[src/logic/mipsPkg.sv]
// MIPS core shared definitions
// opcodes, function codes, ALU and forwarding encodings, memory depths
package mipsPkg;

	// primary opcodes, instr[31:26]
	localparam logic [5:0] OP_RTYPE = 6'h00;
	localparam logic [5:0] OP_J     = 6'h02;
	localparam logic [5:0] OP_BEQ   = 6'h04;
	localparam logic [5:0] OP_ADDI  = 6'h08;
	localparam logic [5:0] OP_LW    = 6'h23;
	localparam logic [5:0] OP_SW    = 6'h2b;

	// R-type function field, instr[5:0]
	localparam logic [5:0] FN_ADD = 6'h20;
	localparam logic [5:0] FN_SUB = 6'h22;
	localparam logic [5:0] FN_AND = 6'h24;
	localparam logic [5:0] FN_OR  = 6'h25;
	localparam logic [5:0] FN_SLT = 6'h2a;

	// ALU operation, classic three-bit control
	typedef enum logic [2:0] {
		ALU_AND = 3'b000,
		ALU_OR  = 3'b001,
		ALU_ADD = 3'b010,
		ALU_SUB = 3'b110,
		ALU_SLT = 3'b111
	} aluCtrlT;

	// execute operand source
	// reg file, writeback result or memory-stage ALU result
	typedef enum logic [1:0] {
		FWD_REG = 2'b00,
		FWD_WB  = 2'b01,
		FWD_MEM = 2'b10
	} fwdSelT;

	// memory depths in 32-bit words
	localparam int IMEM_WORDS = 256;
	localparam int DMEM_WORDS = 256;

	// $zero
	localparam logic [4:0] REG_ZERO = 5'd0;

endpackage

[src/logic/regFile.sv]
// MIPS register file
// two async read ports, one write port on the falling clock edge
`timescale 1ns/1ps

module regFile import mipsPkg::*; (
	input  logic        clk,
	input  logic        rst,
	input  logic        writeEn,
	input  logic [4:0]  readAddrA,
	input  logic [4:0]  readAddrB,
	input  logic [4:0]  writeAddr,
	input  logic [31:0] writeData,
	output logic [31:0] readDataA,
	output logic [31:0] readDataB
);

	logic [31:0] regs [32];

	// write in first half of the cycle so decode sees it the same cycle
	always_ff @(negedge clk) begin
		if (rst) begin
			for (int i = 0; i < 32; i++) begin
				regs[i] <= '0;
			end
		end else if (writeEn && (writeAddr != REG_ZERO)) begin
			regs[writeAddr] <= writeData;
		end
	end

	// $zero always reads back as zero
	assign readDataA = (readAddrA == REG_ZERO) ? '0 : regs[readAddrA];
	assign readDataB = (readAddrB == REG_ZERO) ? '0 : regs[readAddrB];

endmodule

[config.mk]
export PLATFORM = sky130hd
export DESIGN_NAME = regFile
export DESIGN_NICKNAME = d
export VERILOG_FILES = /design/src/logic/mipsPkg.sv /design/src/logic/regFile.sv
export SDC_FILE = /design/constraint.sdc
export NUM_CORES = 2
export LEC_CHECK = 0
export ABC_CLOCK_PERIOD_IN_PS = 5170
export BUFFER_PORTS_ARGS = -buffer_cell sky130_fd_sc_hd__buf_2
export CAP_MARGIN = 20
export CORE_MARGIN = 2
export CORE_UTILIZATION = 40
export CTS_BUF_LIST = sky130_fd_sc_hd__clkbuf_2
export DETAILED_ROUTE_END_ITERATION = 16
export PLACE_DENSITY = 0.51
export SYNTH_ARGS = -nofsm -noshare
export SYNTH_HDL_FRONTEND = slang
export SYNTH_SLANG_ARGS = --single-unit
[constraint.sdc]
create_clock -name clk -period 5.17 [get_ports clk]
set_input_delay 0.2585 -clock clk [delete_from_list [all_inputs] [get_ports clk]]
set_output_delay 0.2585 -clock clk [all_outputs]
set_load 0.02 [all_outputs]
# After elaboration in Yosys (flattened, before gate mapping)
# Memory sizes are Yosys's and may differ from the RTL's.
# Cells that the tools add are included.
# W data, S select, Z words.
# word_totals
elab_cells	16
out_inout_bits	64
ram_bits	1024
n_memories	1
register_bits	0
in_bits	50
# op_classes
n_mux	10
reduce_logical	5
# memory_table
name	depth	width	read_ports	rd_ports_with_merged_regs	write_ports	line_no	source
regs	32	32	2	0	32	regFile.sv:17	logic [31:0] regs [32];
# op_table
operator	n
$mux W32	3
$reduce_or A32 Y1	1
$logic_not A5 Y1	2
$mux W1	6
$mux W5	1
$reduce_bool A5 Y1	1
$logic_and A1 B1 Y1	1

# Logic depth before layout (Yosys ltp)
# depth
ltp_word	7
depth_mapped	9
depth_no_buf	4

==> results.yml <==
pwr:
  pwr-share-seq: 0.450
  p_leak_nw: 28.0
  switching_share: 0.353
  p_clk_frac: 0.417
  peakVddDrop_uv: 163
  p_comb_frac: 0.133
  p_int_mw: 14.2
  p_total_mw: 22.0
  power_density_nw_per_um2: 329
  netSwitchingPower_mw: 7.77
logic_synthesis:
  synth_cells: 3495
  avgSynthCellArea_um2: 15.6
  seq_area_frac_synth: 0.564
  synth_warnings: 0
  synthesis.area_um2: 54500
  synth_cell_types: 52
  synthArstFlopShare: 0
  synthFlopType: "edfxtp_1"
  synth-seq-cells: 1024
  synth_edf_count: 1024
clocking:
  cts_tree: "done"
  clkSinkCount: 1024
  clkTransAtPathRegs_ns: 0.04
  clockBufferDepth: 4
  htreeDepth: 5
  cts-buffers-inserted: 316
  cts_root_buf: "clkbuf_2"
detailed_routing:
  final_antenna_net_count: 0
  dr.pass1.iters: 6
  wl_per_cell_um: 30.3
  viasPerCell: 5.84
  drt-total-wl_um: 208000
  via_count: 40000
  drc: 0
  drt_iter0_drc: 4564
place:
  place_area_um2: 58600
  pre_cts_slack_ns: -0.128
  io_buffers: 113
  place.detailed.hpwl_um: 125000
  place_congestion: 0.840
floorplanning:
  start_util: 0.403
  pin_count: 114
  core_um2: 135000
  rows: 135
  design.die.area_um2: 139000
  fp.dieH_um: 373
  die_w_um: 373
sta:
  maxSlewViolCount: 0
  fin_ws_ns: -1.34
  tns_ns: -69.86
  setup_viol: 64
  worst_pin_slew_ns: 1.26
  rsz0062_at_grt: "yes"
  hold_viol: 0
  relSlewSlack: 0.160
grt:
  grt-ovfl-total: 0
  antenna_found_initial: 19
  grt_pass1_vias: 44300
  grt_pass1_wl_um: 293000
  grt_max_degree: 100
  grt_use_total: 0.297
worst_setup_path:
  cp-startpoint: "regs[24][10]$_SDFFCE_NN0P_"
  worstSetupPathType: "reg2out"
  critPathRequiredTime_ns: 4.91
  crit_end: "readDataA[10]"
  critPathCaptureType: "primary output"
  critPathMaxFanout: 2
  cp-start-kind: "flop"
  arrival_ns: 6.25
flow_run:
  drv_cap: 0
final_layout:
  final_util: 0.494
  top_register: "regs"
  post-route-cell-area_um2: 66800
  top_regs: "regs (1024)"
  fill_cells: 11900
  drive_gt1_frac: 0.291
  area_growth_pct: 22.6
  largest_register_ffs: 1024
  nNetsFinal: 4911
run_status:
  violations: "negative setup slack"
  status: "finished with violations"
hold_path:
  hold_class: "in2out"
[kinds of logic (layout without fill, tap and decap cells)]
group | Yosys count | after routing | share of synthesized area
other | 1 | 40 | 0.0000688
AO/OA/AOI/OAI | 255 | 255 | 0.0355
multiplexers | 662 | 662 | 0.234
buffers and inverters | 385 | 1932 | 0.0343
flip-flops | 1024 | 1024 | 0.564
AND/OR/NAND/NOR | 1168 | 1168 | 0.132
[through the flow]
stage | hold WS, ns | std cells
floorplan | 0.891 | 3526
finish | 1.25 | 6862
global route | 1.26 | 6856
global placement | 1.31 | 5281
CTS | 1.23 | 6849
detailed placement | 1.32 | 5281
[worst max-delay path, cell delays in order (launching register included)]
cell      delay, ns
edfxtp_1       0.41
mux4_1         0.50
mux4_2         0.53
o22ai_1        0.27
nor3_1         0.17
buf_2          0.20
[final cells by class]
| type | count | area, um2 | share of cell area |
|---|---|---|---|
| diodes | 8 | 20.0 | 0.000300 |
| multi-input cells | 2117 | 23500 | 0.352 |
| well taps | 1781 | 2230 | 0.0334 |
| inverters | 1 | 3.75 | 0.0000562 |
| flip-flops and latches | 1024 | 30700 | 0.460 |
| repair buffers | 377 | 3710 | 0.0556 |
| clock buffers | 325 | 1630 | 0.0244 |
| clock inverters | 1229 | 4930 | 0.0738 |
[routing by layer]
metal  vias to the layer above  routed length (um)  global-route usage
met5                         -                  38                   0
met4                         6                5710               0.142
met3                       420               19600              0.0859
met2                      2290              102000               0.474
met1                     20900               80900               0.372
li1                      16500                   -                   -
[cells in the mapped netlist, types with 4 or more instances]
cell type / instances / area (um2)
nor4_1: 4 / 25.0
clkbuf_1: 252 / 946
buf_4: 30 / 225
a2111oi_0: 24 / 210
buf_6: 25 / 282
mux2i_1: 153 / 1530
nand2_1: 8 / 30.0
nand3_1: 4 / 20.0
buf_2: 55 / 275
mux2_2: 34 / 383
nor2_1: 36 / 135
or2_2: 33 / 206
a211oi_1: 31 / 233
buf_1: 12 / 45.0
clkbuf_4: 4 / 30.0
nand2b_1: 7 / 43.8
o221ai_1: 25 / 219
a221oi_1: 5 / 43.8
edfxtp_1: 1024 / 30700
mux4_2: 435 / 9800
a22o_1: 46 / 403
mux4_4: 7 / 175
o22ai_1: 74 / 463
nor3_1: 51 / 255
mux4_1: 33 / 867
a32o_1: 4 / 40.0
nor2b_1: 11 / 68.8
a22oi_1: 19 / 143
nand3b_1: 4 / 30.0
and2_1: 995 / 6220
and3_1: 4 / 25.0
a21oi_1: 13 / 65.1
[worst min-delay path by stage]
| stage | from | cells after the start | end |
|---|---|---|---|
| floorplan | readAddrA[4] | 3 | readDataA[13] |
| global placement | readAddrB[3] | 4 | readDataB[31] |
| detailed placement | readAddrB[3] | 4 | readDataB[31] |
| CTS | readAddrB[3] | 4 | readDataB[31] |
| global route | readAddrB[3] | 4 | readDataB[31] |
| finish | readAddrB[3] | 4 | readDataB[31] |
[power groups by stage]
stage | Sequential, mW | Combinational, mW | Clock [mW]
after floorplan | 9.89 | 1.57 | 1.17
after global placement | 9.96 | 2.62 | 1.17
after detailed placement | 10.0 | 2.65 | 1.17
after CTS | 9.88 | 2.89 | 9.48
after global routing | 9.91 | 3.03 | 10.5
final | 9.90 | 2.93 | 9.17
[what timing repair did]
item	CTS	global route
pin swaps	93	18
setup buffers	21	4
hold buffers	0	0
gates resized for setup	283	23
endpoints found under the setup margin	64	64
[layout by cell type (no fill, tap or decap), drive strengths merged, types with 31 or more instances in the layout]
cell type | Yosys | final
clkbuf | 256 | 326
mux4 | 475 | 475
nor2 | 36 | 36
a22o | 46 | 46
conb | 1 | 32
clkinvlp | 0 | 64
edfxtp | 1024 | 1024
a211oi | 31 | 31
or2 | 33 | 33
and2 | 995 | 995
nor3 | 51 | 51
buf | 124 | 376
inv | 2 | 1156
mux2 | 34 | 34
o22ai | 76 | 76
mux2i | 153 | 153
Note: power is estimated with default switching activity, not from simulation.
