<file path="src/logic/mipsPkg.sv">
// MIPS core shared definitions
// opcodes, function codes, ALU and forwarding encodings, memory depths
package mipsPkg;

	// primary opcodes, instr[31:26]
	localparam logic [5:0] OP_RTYPE = 6'h00;
	localparam logic [5:0] OP_J     = 6'h02;
	localparam logic [5:0] OP_BEQ   = 6'h04;
	localparam logic [5:0] OP_ADDI  = 6'h08;
	localparam logic [5:0] OP_LW    = 6'h23;
	localparam logic [5:0] OP_SW    = 6'h2b;

	// R-type function field, instr[5:0]
	localparam logic [5:0] FN_ADD = 6'h20;
	localparam logic [5:0] FN_SUB = 6'h22;
	localparam logic [5:0] FN_AND = 6'h24;
	localparam logic [5:0] FN_OR  = 6'h25;
	localparam logic [5:0] FN_SLT = 6'h2a;

	// ALU operation, classic three-bit control
	typedef enum logic [2:0] {
		ALU_AND = 3'b000,
		ALU_OR  = 3'b001,
		ALU_ADD = 3'b010,
		ALU_SUB = 3'b110,
		ALU_SLT = 3'b111
	} aluCtrlT;

	// execute operand source
	// reg file, writeback result or memory-stage ALU result
	typedef enum logic [1:0] {
		FWD_REG = 2'b00,
		FWD_WB  = 2'b01,
		FWD_MEM = 2'b10
	} fwdSelT;

	// memory depths in 32-bit words
	localparam int IMEM_WORDS = 256;
	localparam int DMEM_WORDS = 256;

	// $zero
	localparam logic [4:0] REG_ZERO = 5'd0;

endpackage

</file>
<file path="src/logic/executeStage.sv">
// MIPS execute stage
// decode/execute register, operand forwarding, destination select and ALU
`timescale 1ns/1ps

module executeStage import mipsPkg::*; (
	input  logic        clk,
	input  logic        rst,
	input  logic        flushE,
	input  logic        regWriteD,
	input  logic        memToRegD,
	input  logic        memWriteD,
	input  aluCtrlT     aluCtrlD,
	input  logic        aluSrcD,
	input  logic        regDstD,
	input  logic [4:0]  rsD,
	input  logic [4:0]  rtD,
	input  logic [4:0]  rdD,
	input  logic [31:0] srcAD,
	input  logic [31:0] srcBD,
	input  logic [31:0] immD,
	input  fwdSelT      forwardAE,
	input  fwdSelT      forwardBE,
	input  logic [31:0] aluOutM,
	input  logic [31:0] resultW,
	output logic [4:0]  rsE,
	output logic [4:0]  rtE,
	output logic [4:0]  writeRegE,
	output logic        regWriteE,
	output logic        memToRegE,
	output logic        memWriteE,
	output logic [31:0] aluOutE,
	output logic [31:0] writeDataE
);

	aluCtrlT     aluCtrlE;
	logic        aluSrcE;
	logic        regDstE;
	logic [4:0]  rdE;
	logic [31:0] srcAE;
	logic [31:0] srcBE;
	logic [31:0] immE;
	logic [31:0] fwdAE;
	logic [31:0] aluBE;

	// controls and indices, bubble on flush
	always_ff @(posedge clk) begin
		if (rst || flushE) begin
			regWriteE <= 1'b0;
			memToRegE <= 1'b0;
			memWriteE <= 1'b0;
			aluSrcE   <= 1'b0;
			regDstE   <= 1'b0;
			aluCtrlE  <= ALU_ADD;
			rsE       <= '0;
			rtE       <= '0;
			rdE       <= '0;
		end else begin
			regWriteE <= regWriteD;
			memToRegE <= memToRegD;
			memWriteE <= memWriteD;
			aluSrcE   <= aluSrcD;
			regDstE   <= regDstD;
			aluCtrlE  <= aluCtrlD;
			rsE       <= rsD;
			rtE       <= rtD;
			rdE       <= rdD;
		end
	end

	// operand values
	always_ff @(posedge clk) begin
		srcAE <= srcAD;
		srcBE <= srcBD;
		immE  <= immD;
	end

	// forwarding muxes
	always_comb begin
		case (forwardAE)
			FWD_MEM: fwdAE = aluOutM;
			FWD_WB:  fwdAE = resultW;
			default: fwdAE = srcAE;
		endcase
		case (forwardBE)
			FWD_MEM: writeDataE = aluOutM;
			FWD_WB:  writeDataE = resultW;
			default: writeDataE = srcBE;
		endcase
	end

	assign aluBE     = aluSrcE ? immE : writeDataE;
	// rd for R-type, rt for addi and lw
	assign writeRegE = regDstE ? rdE : rtE;

	always_comb begin
		case (aluCtrlE)
			ALU_AND: aluOutE = fwdAE & aluBE;
			ALU_OR:  aluOutE = fwdAE | aluBE;
			ALU_SUB: aluOutE = fwdAE - aluBE;
			// signed compare
			ALU_SLT: aluOutE = {31'd0, $signed(fwdAE) < $signed(aluBE)};
			default: aluOutE = fwdAE + aluBE;
		endcase
	end

endmodule

</file>
<file path="config.mk">
export PLATFORM = sky130hd
export DESIGN_NAME = executeStage
export DESIGN_NICKNAME = d
export VERILOG_FILES = /design/src/logic/mipsPkg.sv /design/src/logic/executeStage.sv
export SDC_FILE = /design/constraint.sdc
export NUM_CORES = 1
export LEC_CHECK = 0
export BUFFER_PORTS_ARGS = -buffer_cell sky130_fd_sc_hd__buf_4
export CAP_MARGIN = 10
export CORE_ASPECT_RATIO = 0.6
export CORE_MARGIN = 3
export CORE_UTILIZATION = 30
export DETAILED_ROUTE_END_ITERATION = 12
export GPL_ROUTABILITY_DRIVEN = 0
export HOLD_SLACK_MARGIN = 0.05
export PLACE_DENSITY = 0.6
export SLEW_MARGIN = 15
export SYNTH_ARGS = -nofsm -noshare
export SYNTH_HDL_FRONTEND = slang
export SYNTH_SLANG_ARGS = --single-unit
</file>
<file path="constraint.sdc">
create_clock -name clk -period 6.9 [get_ports clk]
set_input_delay 1.035 -clock clk [delete_from_list [all_inputs] [get_ports clk]]
set_output_delay 1.035 -clock clk [all_outputs]
set_load 0.02 [all_outputs]
</file>
* Word level (Yosys, flattened, before mapping) *
Cells that the tools add are included.
W data, S select, Z words.

word-level totals
  latch bits = 0
  bits in registers = 119
  ROM bits = 0
  bits of input ports = 190
  memories = 0
  output and inout port bits = 82
  logic and storage cells = 31
  memory bits (writable) = 0

operators by class
  muxes and demuxes = 5
  eq/ne operators = 7
  order comparisons = 1
  bitwise gates (word level) = 2
  reductions and logical operators = 2
  $mul = 0
  $add $sub $neg = 2
  shifts and indexed selects = 0
  divide/modulo/power cells = 0

operator list
  cell                  count
  $pmux W32 S2          2
  $pmux W32 S4          1
  $add A32 B32 Y32      1
  $and A32 B32 Y32      1
  $lt A32 B32 Y1        1
  $mux W32              1
  $or A32 B32 Y32       1
  $sub A32 B32 Y32      1
  $eq A3 B3 Y1 const B  2
  $mux W5               1
  $eq A2 B1 Y1 const B  2
  $eq A2 B2 Y1 const B  2
  $eq A3 B1 Y1 const B  1
  $logic_not A3 Y1      1
  $logic_or A1 B1 Y1    1

* Longest topological paths before layout *
  depth in word-level cells = 5
  gate-level depth with buffers = 19
  depth with buffers taken out = 18

* Worst setup path before layout *
Ideal clock, no wire load.

  path type = input to output
  from = input forwardBE[0]
  to = output aluOutE[30]
  path buffers = 2
  data arrival time = 4799 ps
  required time = 5865 ps
  setup slack = 1066 ps
  stages on the path = 18
  cell sequence = inv_1 -> ha_1 -> clkbuf_1 -> clkbuf_1 -> a21oi_1 -> o21ai_0 -> ha_1 -> inv_1 -> fa_1 -> nor2b_1 -> o21bai_1 -> a21oi_2 -> o21bai_4 -> o31a_4 -> o31ai_4 -> nor2b_4 -> a2111oi_4 -> a2bb2oi_1

on the way
  word-level cells in the longest chain between the ends = 5
  elaborated cells on any way between the ends = 9
  those cells by class = 2 x add/sub; 2 x eq/ne; 3 x mux; 2 x bitwise

RTL lines
  what                                                 line                 RTL
  start: declaration                                   executeStage.sv:22   input fwdSelT forwardBE,
  $eq A2 B1 Y1 / $eq A2 B2 Y1 (equally long branches)  executeStage.sv:84   case (forwardBE)
  $pmux W32 S2 *                                       executeStage.sv:84
  $mux W32 *                                           executeStage.sv:91   assign aluBE = aluSrcE ? immE : writeDataE;
  $add A32 B32 Y32, or another cell as far along       executeStage.sv:102  default: aluOutE = fwdAE + aluBE;
  $pmux W32 S4 *                                       executeStage.sv:96   case (aluCtrlE)
  end: declaration                                     executeStage.sv:31   output logic [31:0] aluOutE,

Every way passes the cells marked *; elsewhere a longest branch is shown, timed or not.

* Worst setup path after layout *
  from = input forwardAE[1]
  to = output aluOutE[29]

on the way
  word-level cells in the longest chain between the ends = 4
  elaborated cells on any way between the ends = 8
  those cells by class = 2 x add/sub; 2 x eq/ne; 2 x mux; 2 x bitwise

RTL lines
  what                                                 line                 RTL
  start: declaration                                   executeStage.sv:21   input fwdSelT forwardAE,
  $eq A2 B1 Y1 / $eq A2 B2 Y1 (equally long branches)  executeStage.sv:79   case (forwardAE)
  $pmux W32 S2 *                                       executeStage.sv:79
  $add A32 B32 Y32, or another cell as far along       executeStage.sv:102
  $pmux W32 S4 *                                       executeStage.sv:96

Marks and branches as above.

==> metrics.txt <==
Residual DRC=0; worst-path fanout max=55; DR vias/cell=5.39; Setup violations, final=0; largest net degree at the start of global routing=56; Mapped Cells=1274; synth warn=0; status=finished clean; Clock Sinks=between 100 and 150; Max rail drop VDD=approximately 0.18 mV; Rel. slew slack=between 20% and 30%; post-DR wirelength/cell=approximately 21 µm; Clock transition at path regs=~0.070 ns; Boundary Pins=between 200 and 300; Synth Area in Simple Gates=roughly 16%; DIE HEIGHT=~140 µm; asr flop ratio synth=0%; Clock power frac=between 20% and 30%; leakage power=roughly 6.0 nW; Fmax=about 150 MHz; Compound-Gate Fraction of Synth Area=32.2%; Std-Cell Rows=slightly below 50; unrepaired setup endpoints after global routing=false; Sw Ratio=between 40% and 50%; number of global-route vias before repair=between 9000 and 10000; crit share post-route=95.1%; # port buffers=271; Root Driver=clkbuf_16; Net Count, Synth=roughly 1600; setup TNS=0 ns; CTS H-tree depth=4; cts hold-fix bufs=0; largest family of logic cells by synthesized area=compound AO/OA/AOI/OAI gates; Finished Core Util=41.2%; initial antenna violation count=1; hpwl dp=33100 µm; flops & latches, synth=~120; Worst-Margin Slew=between 1 and 1.5 ns; Starting Density=31.1%; register area=roughly 2400 µm²; Hold Path Depth=1; Max Root-Sink Buffers=2; Syn-to-layout area delta=32.7%; Hold Path Origin=srcBD[18]; first-pass GRT wire length=slightly below 60000 µm; 1st-pass router iterations=6; worst hold path class=input pin to flip-flop; power per cell area=around 240 nW/µm²; Multi-input gate area=roughly 6300 µm²; CTS tree=built; DRT iter0 DRCs=around 1200; nets=about 1800; max_cap viols=0; Fin. Hold Viols=0; commonest register cell after synthesis=dfxtp_1; critical path required time=approximately 5.9 ns; combinational power share=between 40% and 50%; Flop pwr share=between 20% and 30%; CP Class=input pin to output port; post-synthesis sequential area ratio=roughly 25%; die area=between 30000 and 40000 µm²; post-layout min period=about 6.6 ns; Crit. End Element=output port; synth unique cells=around 80; Hold EP=srcBE[18]; Vias=~10000; Post-synth EDFFs=0; GRT Overall Usage=a little under a quarter; number of fill cells in the layout=~3200; layout cells sized above 1=between 20% and 30%; Synth Area in Adders=between 10% and 20%; internal cell power=between 1.5 and 2 mW; CTS Buf Count=17; drt total wl=approximately 41000 µm; mux contribution to synthesized area=between 1 and 1.5%; core footprint=30500 µm²; commonest cells after routing, fill and taps aside=298 x buf_4, 146 x inv_1, 127 x nand2_1; Avg Inst Size Synth=around 7.4 µm²; crit path launch type=input pin; Overflow after GRT=0; Post-Synth XOR/XNOR Area=under 10%; Detail Route Antenna Nets=0; sw power=about 1.3 mW; most common cell after layout, fill and taps aside=buf_4; Arr. time, crit path=between 5 and 6 ns; fin. max-slew vios=0; Die W=235 µm; post-synth design cell area=about 9500 µm²
-- layout make-up --
| class | count | area share (%) |
|---|---|---|
| antenna | 1 | 0.0199 |
| sequential | 119 | 19.0 |
| tap | 408 | 4.06 |
| inverter | 146 | 4.36 |
| clock buffer | 18 | 3.50 |
| timing repair buffer | 299 | 18.0 |
| clock inverter | 14 | 1.06 |
| multi-input combinational | 932 | 50.0 |
-- critical path: stages --
cell and delay [ns]:
buf_4 0.11, ha_2 0.92, o21ai_0 0.43, ha_1 0.62, nand3_1 0.16, o31ai_1 0.43
buf_4 0.20, and4_1 0.25, o21ai_0 0.11, nor2b_1 0.25, o221ai_1 0.24, or4b_1 0.46
nand3_1 0.12, buf_4 0.15
-- per-layer routing --
metal	track usage [%]	wire length (µm)	share of wire, %
met2	33.2	16500	41
met3	7.36	4550	11
met1	33.4	19000	47
met4	4.60	651	1.6
met5	0	0	0
-- through the flow --
stage	total power [mW]	hold WS (ns)	std cells	instance area (µm²)	setup WS (ns)
floorplan	1.64	1.06	1274	9460	1.07
global placement	2.17	1.14	1904	12000	0.496
detailed placement	2.18	1.14	1904	12000	0.495
CTS	3.04	0.700	1936	12500	0.467
global route	3.22	0.699	1937	12600	0.0287
finish	3.05	0.709	1937	12600	0.340
-- cell families (layout without fill, tap and decap cells) --
| kind of cell | Yosys count | count (layout) |
|---|---|---|
| compound gates | 464 | 464 |
| xor+xnor | 13 | 13 |
| fa+ha+maj | 109 | 109 |
| buf+inv | 223 | 477 |
| flops | 119 | 119 |
| mux | 13 | 13 |
| other cells | 0 | 1 |
| simple gates | 333 | 333 |
-- synth_stat cells (5+ instances only) --
library cell	number	area, µm²
or3_1	5	31.3
dfxtp_1	119	2380
nand2b_1	6	37.5
a21oi_1	126	631
nand4_1	10	62.6
mux2_2	5	56.3
a211oi_1	10	75.1
nor2_1	92	345
o31ai_1	7	52.6
a31oi_1	5	31.3
mux2i_1	8	80.1
o221ai_1	8	70.1
o22ai_1	24	150
ha_1	107	1340
clkbuf_1	64	240
and2_1	26	163
a21o_1	16	120
o211ai_1	6	45.0
nand3_1	13	65.1
a221oi_1	6	52.6
xnor2_1	9	78.8
o21bai_1	10	75.1
nor2b_1	14	87.6
a22oi_1	70	526
inv_1	146	548
nand2_1	127	477
o21a_1	25	188
buf_1	8	30.0
nor3_1	16	80.1
o21ai_0	100	500
-- registers in the layout, indices dropped and copies added, names as in the netlist --
register and count:
rsE 5, rdE 5, memToRegE 1, aluSrcE 1, memWriteE 1, regDstE 1
srcBE 32, aluCtrlE 3, rtE 5, regWriteE 1, srcAE 32, immE 32
-- power by group through the flow --
stage	combinational, mW	clock [mW]	sequential, mW
global route	1.57	0.897	0.745
floorplan	0.888	0	0.749
finish	1.45	0.856	0.742
CTS	1.43	0.866	0.742
global placement	1.41	0	0.756
detailed placement	1.42	0	0.757
-- worst max-delay path by stage --
stage                             from          end  slack, ns  cells after the start
after CTS                 forwardBE[0]  aluOutE[29]       0.47                     18
after global routing      forwardAE[0]  aluOutE[21]       0.03                     15
after global placement    forwardBE[0]  aluOutE[29]       0.50                     18
after detailed placement  forwardBE[0]  aluOutE[29]       0.49                     18
after floorplan           forwardBE[0]  aluOutE[30]       1.07                     18
final                     forwardAE[1]  aluOutE[29]       0.34                     14
-- what timing repair did --
| action | CTS | global route |
|---|---|---|
| buffers inserted | 0 | 0 |
| gates resized for setup | 0 | 1 |
| setup endpoints to repair | 0 | 1 |
No activity file was read; power rests on OpenSTA's default activity.
