--- src/logic/mipsPkg.sv ---
// MIPS core shared definitions
// opcodes, function codes, ALU and forwarding encodings, memory depths
package mipsPkg;

	// primary opcodes, instr[31:26]
	localparam logic [5:0] OP_RTYPE = 6'h00;
	localparam logic [5:0] OP_J     = 6'h02;
	localparam logic [5:0] OP_BEQ   = 6'h04;
	localparam logic [5:0] OP_ADDI  = 6'h08;
	localparam logic [5:0] OP_LW    = 6'h23;
	localparam logic [5:0] OP_SW    = 6'h2b;

	// R-type function field, instr[5:0]
	localparam logic [5:0] FN_ADD = 6'h20;
	localparam logic [5:0] FN_SUB = 6'h22;
	localparam logic [5:0] FN_AND = 6'h24;
	localparam logic [5:0] FN_OR  = 6'h25;
	localparam logic [5:0] FN_SLT = 6'h2a;

	// ALU operation, classic three-bit control
	typedef enum logic [2:0] {
		ALU_AND = 3'b000,
		ALU_OR  = 3'b001,
		ALU_ADD = 3'b010,
		ALU_SUB = 3'b110,
		ALU_SLT = 3'b111
	} aluCtrlT;

	// execute operand source
	// reg file, writeback result or memory-stage ALU result
	typedef enum logic [1:0] {
		FWD_REG = 2'b00,
		FWD_WB  = 2'b01,
		FWD_MEM = 2'b10
	} fwdSelT;

	// memory depths in 32-bit words
	localparam int IMEM_WORDS = 256;
	localparam int DMEM_WORDS = 256;

	// $zero
	localparam logic [4:0] REG_ZERO = 5'd0;

endpackage

--- src/logic/hazardUnit.sv ---
// MIPS hazard unit
// forwarding selects, load-use and branch stalls, execute flush
`timescale 1ns/1ps

module hazardUnit import mipsPkg::*; (
	input  logic       branchD,
	input  logic       memToRegE,
	input  logic       regWriteE,
	input  logic       memToRegM,
	input  logic       regWriteM,
	input  logic       regWriteW,
	input  logic [4:0] rsD,
	input  logic [4:0] rtD,
	input  logic [4:0] rsE,
	input  logic [4:0] rtE,
	input  logic [4:0] writeRegE,
	input  logic [4:0] writeRegM,
	input  logic [4:0] writeRegW,
	output logic       stallF,
	output logic       stallD,
	output logic       forwardAD,
	output logic       forwardBD,
	output logic       flushE,
	output fwdSelT     forwardAE,
	output fwdSelT     forwardBE
);

	logic lwStall;
	logic branchStall;

	// memory stage is younger, so it beats writeback
	function automatic fwdSelT pickSource(
		input logic [4:0] src,
		input logic [4:0] regM,
		input logic       wrM,
		input logic [4:0] regW,
		input logic       wrW
	);
		if ((src != REG_ZERO) && (src == regM) && wrM) begin
			return FWD_MEM;
		end else if ((src != REG_ZERO) && (src == regW) && wrW) begin
			return FWD_WB;
		end
		return FWD_REG;
	endfunction

	assign forwardAE = pickSource(rsE, writeRegM, regWriteM, writeRegW, regWriteW);
	assign forwardBE = pickSource(rtE, writeRegM, regWriteM, writeRegW, regWriteW);

	// beq compare only takes the memory-stage ALU result
	// writeback is already visible through the reg file
	assign forwardAD = (rsD != REG_ZERO) && (rsD == writeRegM) && regWriteM;
	assign forwardBD = (rtD != REG_ZERO) && (rtD == writeRegM) && regWriteM;

	// load in execute feeding the next instruction
	assign lwStall = memToRegE && ((rtE == rsD) || (rtE == rtD));

	// beq waits on an execute result or a load still in memory
	assign branchStall = branchD &&
		((regWriteE && ((writeRegE == rsD) || (writeRegE == rtD))) ||
		 (memToRegM && ((writeRegM == rsD) || (writeRegM == rtD))));

	assign stallF = lwStall || branchStall;
	assign stallD = lwStall || branchStall;
	assign flushE = lwStall || branchStall;

endmodule

--- config.mk ---
export PLATFORM = sky130hd
export DESIGN_NAME = hazardUnit
export DESIGN_NICKNAME = d
export VERILOG_FILES = /design/src/logic/mipsPkg.sv /design/src/logic/hazardUnit.sv
export SDC_FILE = /design/constraint.sdc
export NUM_CORES = 1
export LEC_CHECK = 0
export BUFFER_PORTS_ARGS = -buffer_cell sky130_fd_sc_hd__buf_2
export CAP_MARGIN = 40
export CORE_UTILIZATION = 47
export DETAILED_ROUTE_END_ITERATION = 8
export PLACE_DENSITY = 0.86
export SYNTH_ARGS = -nofsm -noshare
export SYNTH_HDL_FRONTEND = slang
export SYNTH_SLANG_ARGS = --single-unit
--- constraint.sdc ---
create_clock -name vclk -period 7.42
set_clock_uncertainty 0.1 [all_clocks]
set_input_delay 2.226 -clock vclk [all_inputs]
set_output_delay 2.226 -clock vclk [all_outputs]
set_load 0.02 [all_outputs]
After elaboration in Yosys (flattened, before gate mapping)
Cells that the tools add are included.
W data, S select, Z words.

storage, ports and cells
  register bits after elaboration = 0
  input port bits = 41
  output and inout bits = 9
  word-level logic and storage cells = 47

operators by class
  equal/unequal tests = 12
  mux-type cells = 10
  reduce and logical (&&, ||, !) cells = 25

operator list
  kind                 count
  $eq A5 B5 Y1         12
  $reduce_bool A5 Y1   4
  $logic_and A1 B1 Y1  16
  $mux W2              6
  $logic_or A1 B1 Y1   5
  $mux W1              4

Logic depth before layout (Yosys ltp)
Gate-level depths: netlist (run 1).

  depth after elaboration = 6
  depth in mapped cells = 7
  mapped depth without buffers = 5

Least setup slack after synthesis (run 1)
OpenSTA, ideal clock, no wires.

  path type = input -> output
  start point = input rsE[1]
  end point = output forwardAE[0]
  arrival = 3.733 ns
  data required time = 5.094 ns
  slack = 1.361 ns
  stages on the path = 4
  cells stage by stage = or4_1 nor2_1 nor4_1 nor4_1

on the way
  cells in the longest elaborated chain, start to end = 6

RTL lines
  element                                             line                                RTL
  start: declaration                                  hazardUnit.sv:14                    input logic [4:0] rsE,
  $eq A5 B5 Y1 or $reduce_bool A5 Y1 (tied branches)  hazardUnit.sv:41, hazardUnit.sv:39
  $logic_and A1 B1 Y1 (2 in series)                   hazardUnit.sv:41                    end else if ((src != REG_ZERO) && (src == regW) && wrW) begin
  $mux W1                                             hazardUnit.sv:41
  $mux W1                                             hazardUnit.sv:39                    if ((src != REG_ZERO) && (src == regM) && wrM) begin
  $mux W2 (*)                                         hazardUnit.sv:44                    return FWD_REG;
  end: declaration                                    hazardUnit.sv:24                    output fwdSelT forwardAE,

Every way passes the cells marked *; elsewhere a longest branch is shown, timed or not.

Worst setup path after layout (run 1)
  start point = input rtE[1]
  end point = output forwardBE[0]

on the way
  cells in the longest elaborated chain, start to end = 6

RTL lines
  element                                             line                                RTL
  start: declaration                                  hazardUnit.sv:15                    input logic [4:0] rtE,
  $eq A5 B5 Y1 or $reduce_bool A5 Y1 (tied branches)  hazardUnit.sv:41, hazardUnit.sv:39
  $logic_and A1 B1 Y1 (2 in series)                   hazardUnit.sv:41
  $mux W1                                             hazardUnit.sv:41
  $mux W1                                             hazardUnit.sv:39
  $mux W2 (*)                                         hazardUnit.sv:44
  end: declaration                                    hazardUnit.sv:25                    output fwdSelT forwardBE

Marked as above.

==> results.toml, run 1 <==
[power_and_ir_drop]
power_frac_comb = 1.000
internal-power_mw = 0.0257
swShare = 0.529
seqPwrFrac = 0
power.density_nw_per_um2 = 58.6
ir_worst_vdd_v = 0.0000282
p_leak_nw = 0.418
p_switching_mw = 0.0288
clockPowerShare = 0
fin_total_pwr_mw = 0.0545

[logic_synthesis]
yosys.area.top_type_share = 0.322
yosys_warnings = 0
synth_area_leader_cell = "xor2_1"
syn_area_um2 = 708
yosysSeqAreaShare = 0
yosysMostFrequentCell = "xor2_1"
synth.area.top_cells = "xor2_1 32%, xnor2_1 30%, nand4_1 6.2%"
avgSynthCellArea_um2 = 7.61
ys_types = 18
synth_fp_nets = 134
netlist_instances = 93
synth_top_cells_by_count = "26 x xor2_1, 24 x xnor2_1, 7 x nand4_1"

[critical_path]
path_max_fanout = 5
end_kind = "primary output"
arrival_ns = 3.53
required_ns = 5.09
worstSetupPathType = "primary input to primary output"
cp-start-kind = "primary input"

[final_layout]
seq_cell_count = 0
seq_area_um2 = 0
final_area_um2 = 930
fill_cells = 125
area_growth_pct = 31.3
drive_gt1_frac = 0.400
diodes = 0
final_nets = 178
clkbuf_count = 0

[place]
io_buffers = 50
dp_hpwl_um = 1740
gp_congestion = 0.853
place_area_um2 = 930

[drt]
dr.max_layer_used = "met4"
dr_wl_met3_um = 69
routedWlPerCell_um = 13.1
wl_met2_um = 1010
routed-via-count = 815
ant_nets = 0
drc_errors = 0
drtIter0Drc = 8
via_per_inst = 5.43
drtPass1Iterations = 4
wirelength_um = 1960
met1_length_um = 869

[floorplanning]
ios = 50
dieArea_um2 = 1670
fp-row-count = 13
die_h_um = 40.8
core_area_um2 = 1350
initial_utilization = 0.525
die_w_um = 40.8

[global_route]
grt_antenna_before_repair = 0
grt_usage = 0.253
grt_pass1_wl_um = 2860
grt_pass1_vias = 708
grt_max_degree = 6
gr-total-overflow = 0

[sta]
setup_tns_ns = 0
finalSetupViolCount = 0
slew_violations = 0
fmax_ghz = 0.171
min_period_ns = 5.86
relSlewSlack = 0.799
hold_violations = 0
rsz0062_at_grt = "no"
fin_crit_sh = 0.790
worst_pin_slew_ns = 0.299

[clocking]
cts_setup_buffers = 0
ctsHoldBuffers = 0
cts_resized = 0

[hold_path]
hp-class = "primary input to primary output"

[status]
outcome = "complete, no violations"

[flow_run]
max-cap-violations = 0
final timing paths:
path	start	endpoint	slack [ns]	cells after the start
max	rtE[1]	forwardBE[0]	1.56	6
min	regWriteW	forwardAE[0]	4.70	4
cells by family after synthesis:
| family | share of synthesized area |
|---|---|
| xor+xnor | 0.618 |
| compound gates | 0.0265 |
| simple gates | 0.288 |
| buf+inv | 0.0671 |
layout by cell type (no fill, tap or decap):
cell type / netlist / layout
nand4_1: 7 / 7
xor2_1: 26 / 26
nor2_4: 1 / 1
nor4_1: 6 / 6
nor4_2: 2 / 2
xnor2_1: 24 / 24
buf_2: 2 / 50
nor3_1: 2 / 2
or4_4: 1 / 1
nor2_1: 3 / 3
a31o_1: 1 / 1
nand3_1: 4 / 4
o21ai_0: 2 / 2
or4_1: 3 / 3
nand2_1: 3 / 3
stage by stage:
stage	cells	hold WS (ns)	util	setup slack [ns]
floorplan	93	4.47	-	1.36
global placement	150	4.70	0.689	1.59
detailed placement	150	4.70	0.689	1.56
CTS	150	4.70	0.689	1.56
global route	150	4.73	0.689	1.39
finish	150	4.70	0.689	1.56
final cells by class:
type               instances  area, um^2  area share
well taps                 15        18.8      0.0202
multi-input cells         85         661       0.711
repair buffers            50         250       0.269
critical path, stage by stage:
cell	delay [ns]
buf_2	0.14
or4_4	0.55
nor2_4	0.12
nor4_2	0.06
nor4_2	0.23
buf_2	0.20
per-layer routing:
metal / GRT usage / vias to the layer above
met1: 0.321 / 386
li1: - / 403
met4: 0.0250 / 0
met2: 0.484 / 24
met5: 0 / -
met3: 0 / 2
power by group through the flow:
stage / combinational, mW / sequential [mW] / clock (mW)
6_report: 0.0545 / 0 / 0
5_1_grt: 0.0599 / 0 / 0
4_1_cts: 0.0547 / 0 / 0
3_5_place_dp: 0.0543 / 0 / 0
3_3_place_gp: 0.0529 / 0 / 0
2_1_floorplan: 0.0325 / 0 / 0
(Power assumes the default switching activity.)
==> run 2: changes to the inputs <==
CORE_ASPECT_RATIO = 0.75   (was not set)
CORE_UTILIZATION = 40   (was 47)
PLACE_DENSITY = 0.78   (was 0.86)
clock period = 5 ns   (was 7.42 ns; I/O delays follow)
==> run 2 against run 1 <==
Routed wire length increased by 4.2%. Final cell count increased by 4.0%. Highest routed layer unchanged. Largest cell class unchanged. Utilization decreased by 8.8 points. Worst setup slack got worse by 1.0 ns. First-iteration DRC count increased by 38%.
==> results.toml, run 2 (synthesis results as in run 1) <==
[floorplanning]
die_h_um = 38.4
dieArea_um2 = 1940
core_area_um2 = 1560
die_w_um = 50.6
ios = 50
fp-row-count = 12
initial_utilization = 0.454

[critical_path]
arrival_ns = 2.84
path_max_fanout = 5
required_ns = 3.40
cp-start-kind = "primary input"
worstSetupPathType = "primary input to primary output"
startpoint = "rtE[1]"
end_kind = "primary output"

[global_route]
grt_pass1_vias = 710
gr-total-overflow = 0
grt_max_degree = 6
grt_pass1_wl_um = 3270
grt_usage = 0.223
grt_antenna_before_repair = 0

[sta]
finalSetupViolCount = 0
hold_violations = 0
fin_crit_sh = 0.887
setup_tns_ns = 0
finalHoldWorstSlack_ns = 3.25
relSlewSlack = 0.781
slew_violations = 0
worst_pin_slew_ns = 0.325
min_period_ns = 4.44
fmax_ghz = 0.225
rsz0062_at_grt = "no"

[drt]
ant_nets = 0
wl_met2_um = 969
routedWlPerCell_um = 13.1
drtPass1Iterations = 4
dr_wl_met3_um = 128
drc_errors = 0
wirelength_um = 2050
via_per_inst = 5.12
dr.max_layer_used = "met4"
drtIter0Drc = 11
routed-via-count = 798
met1_length_um = 936

[final_layout]
mostFrequentLayoutCells = "50 x buf_2, 26 x xor2_1, 24 x xnor2_1"
area_growth_pct = 32.3
drive_gt1_frac = 0.400
fill_cells = 163
final_nets = 178
seq_area_um2 = 0
final_area_um2 = 937
seq_cell_count = 0
diodes = 0
final_common_cell = "buf_2"
clkbuf_count = 0

[place]
io_buffers = 50
place_area_um2 = 937
dp_hpwl_um = 1810
gp_congestion = 0.851

[clocking]
cts_setup_buffers = 0
ctsHoldBuffers = 0
cts_resized = 0

[hold_path]
hp-class = "primary input to primary output"
hp-start = "regWriteW"

[power_and_ir_drop]
clockPowerShare = 0
seqPwrFrac = 0
power_frac_comb = 1.000
swShare = 0.527
power.density_nw_per_um2 = 86.0
ir_worst_vdd_v = 0.0000440
internal-power_mw = 0.0381
p_switching_mw = 0.0425
p_leak_nw = 0.418

[flow_run]
max-cap-violations = 0

[status]
outcome = "complete, no violations"
run 2: cell counts in the layout (fill, tap and decap cells not counted):
Identical to the previous run, type by type.
run 2: worst paths after layout:
path	cells past startpoint	endpoint	slack, ns
setup / recovery	6	forwardBE[0]	0.56
hold / removal	4	forwardAE[0]	3.25
run 2: per-stage QoR:
stage	power, mW	cells	util	setup slack (ns)
2_1_floorplan	0.0483	93	-	0.393
5_1_grt	0.0888	156	0.600	0.443
3_5_place_dp	0.0807	156	0.600	0.553
4_1_cts	0.0810	156	0.600	0.553
3_3_place_gp	0.0790	156	0.600	0.612
6_report	0.0806	156	0.600	0.564
run 2: layer usage:
metal / up-vias / global-route usage
met5: - / 0
met4: 0 / 0.0139
met3: 2 / 0.00397
met2: 29 / 0.390
met1: 362 / 0.320
li1: 405 / -
run 2: area by class of cell:
type                       instances  area [um^2]  share of cell area
timing repair buffer              50          250               0.267
multi-input combinational         85          661               0.705
tap                               21         26.3              0.0280
run 2: worst max-delay path, cell delays in order:
cell	delay [ns]
buf_2	0.14
or4_4	0.55
nor2_4	0.11
nor4_2	0.06
nor4_2	0.25
buf_2	0.21
run 2: power by group through the flow:
stage | sequential [mW] | clock [mW] | combinational (mW)
2_1_floorplan | 0 | 0 | 0.0483
3_3_place_gp | 0 | 0 | 0.0790
3_5_place_dp | 0 | 0 | 0.0807
4_1_cts | 0 | 0 | 0.0810
5_1_grt | 0 | 0 | 0.0888
6_report | 0 | 0 | 0.0806
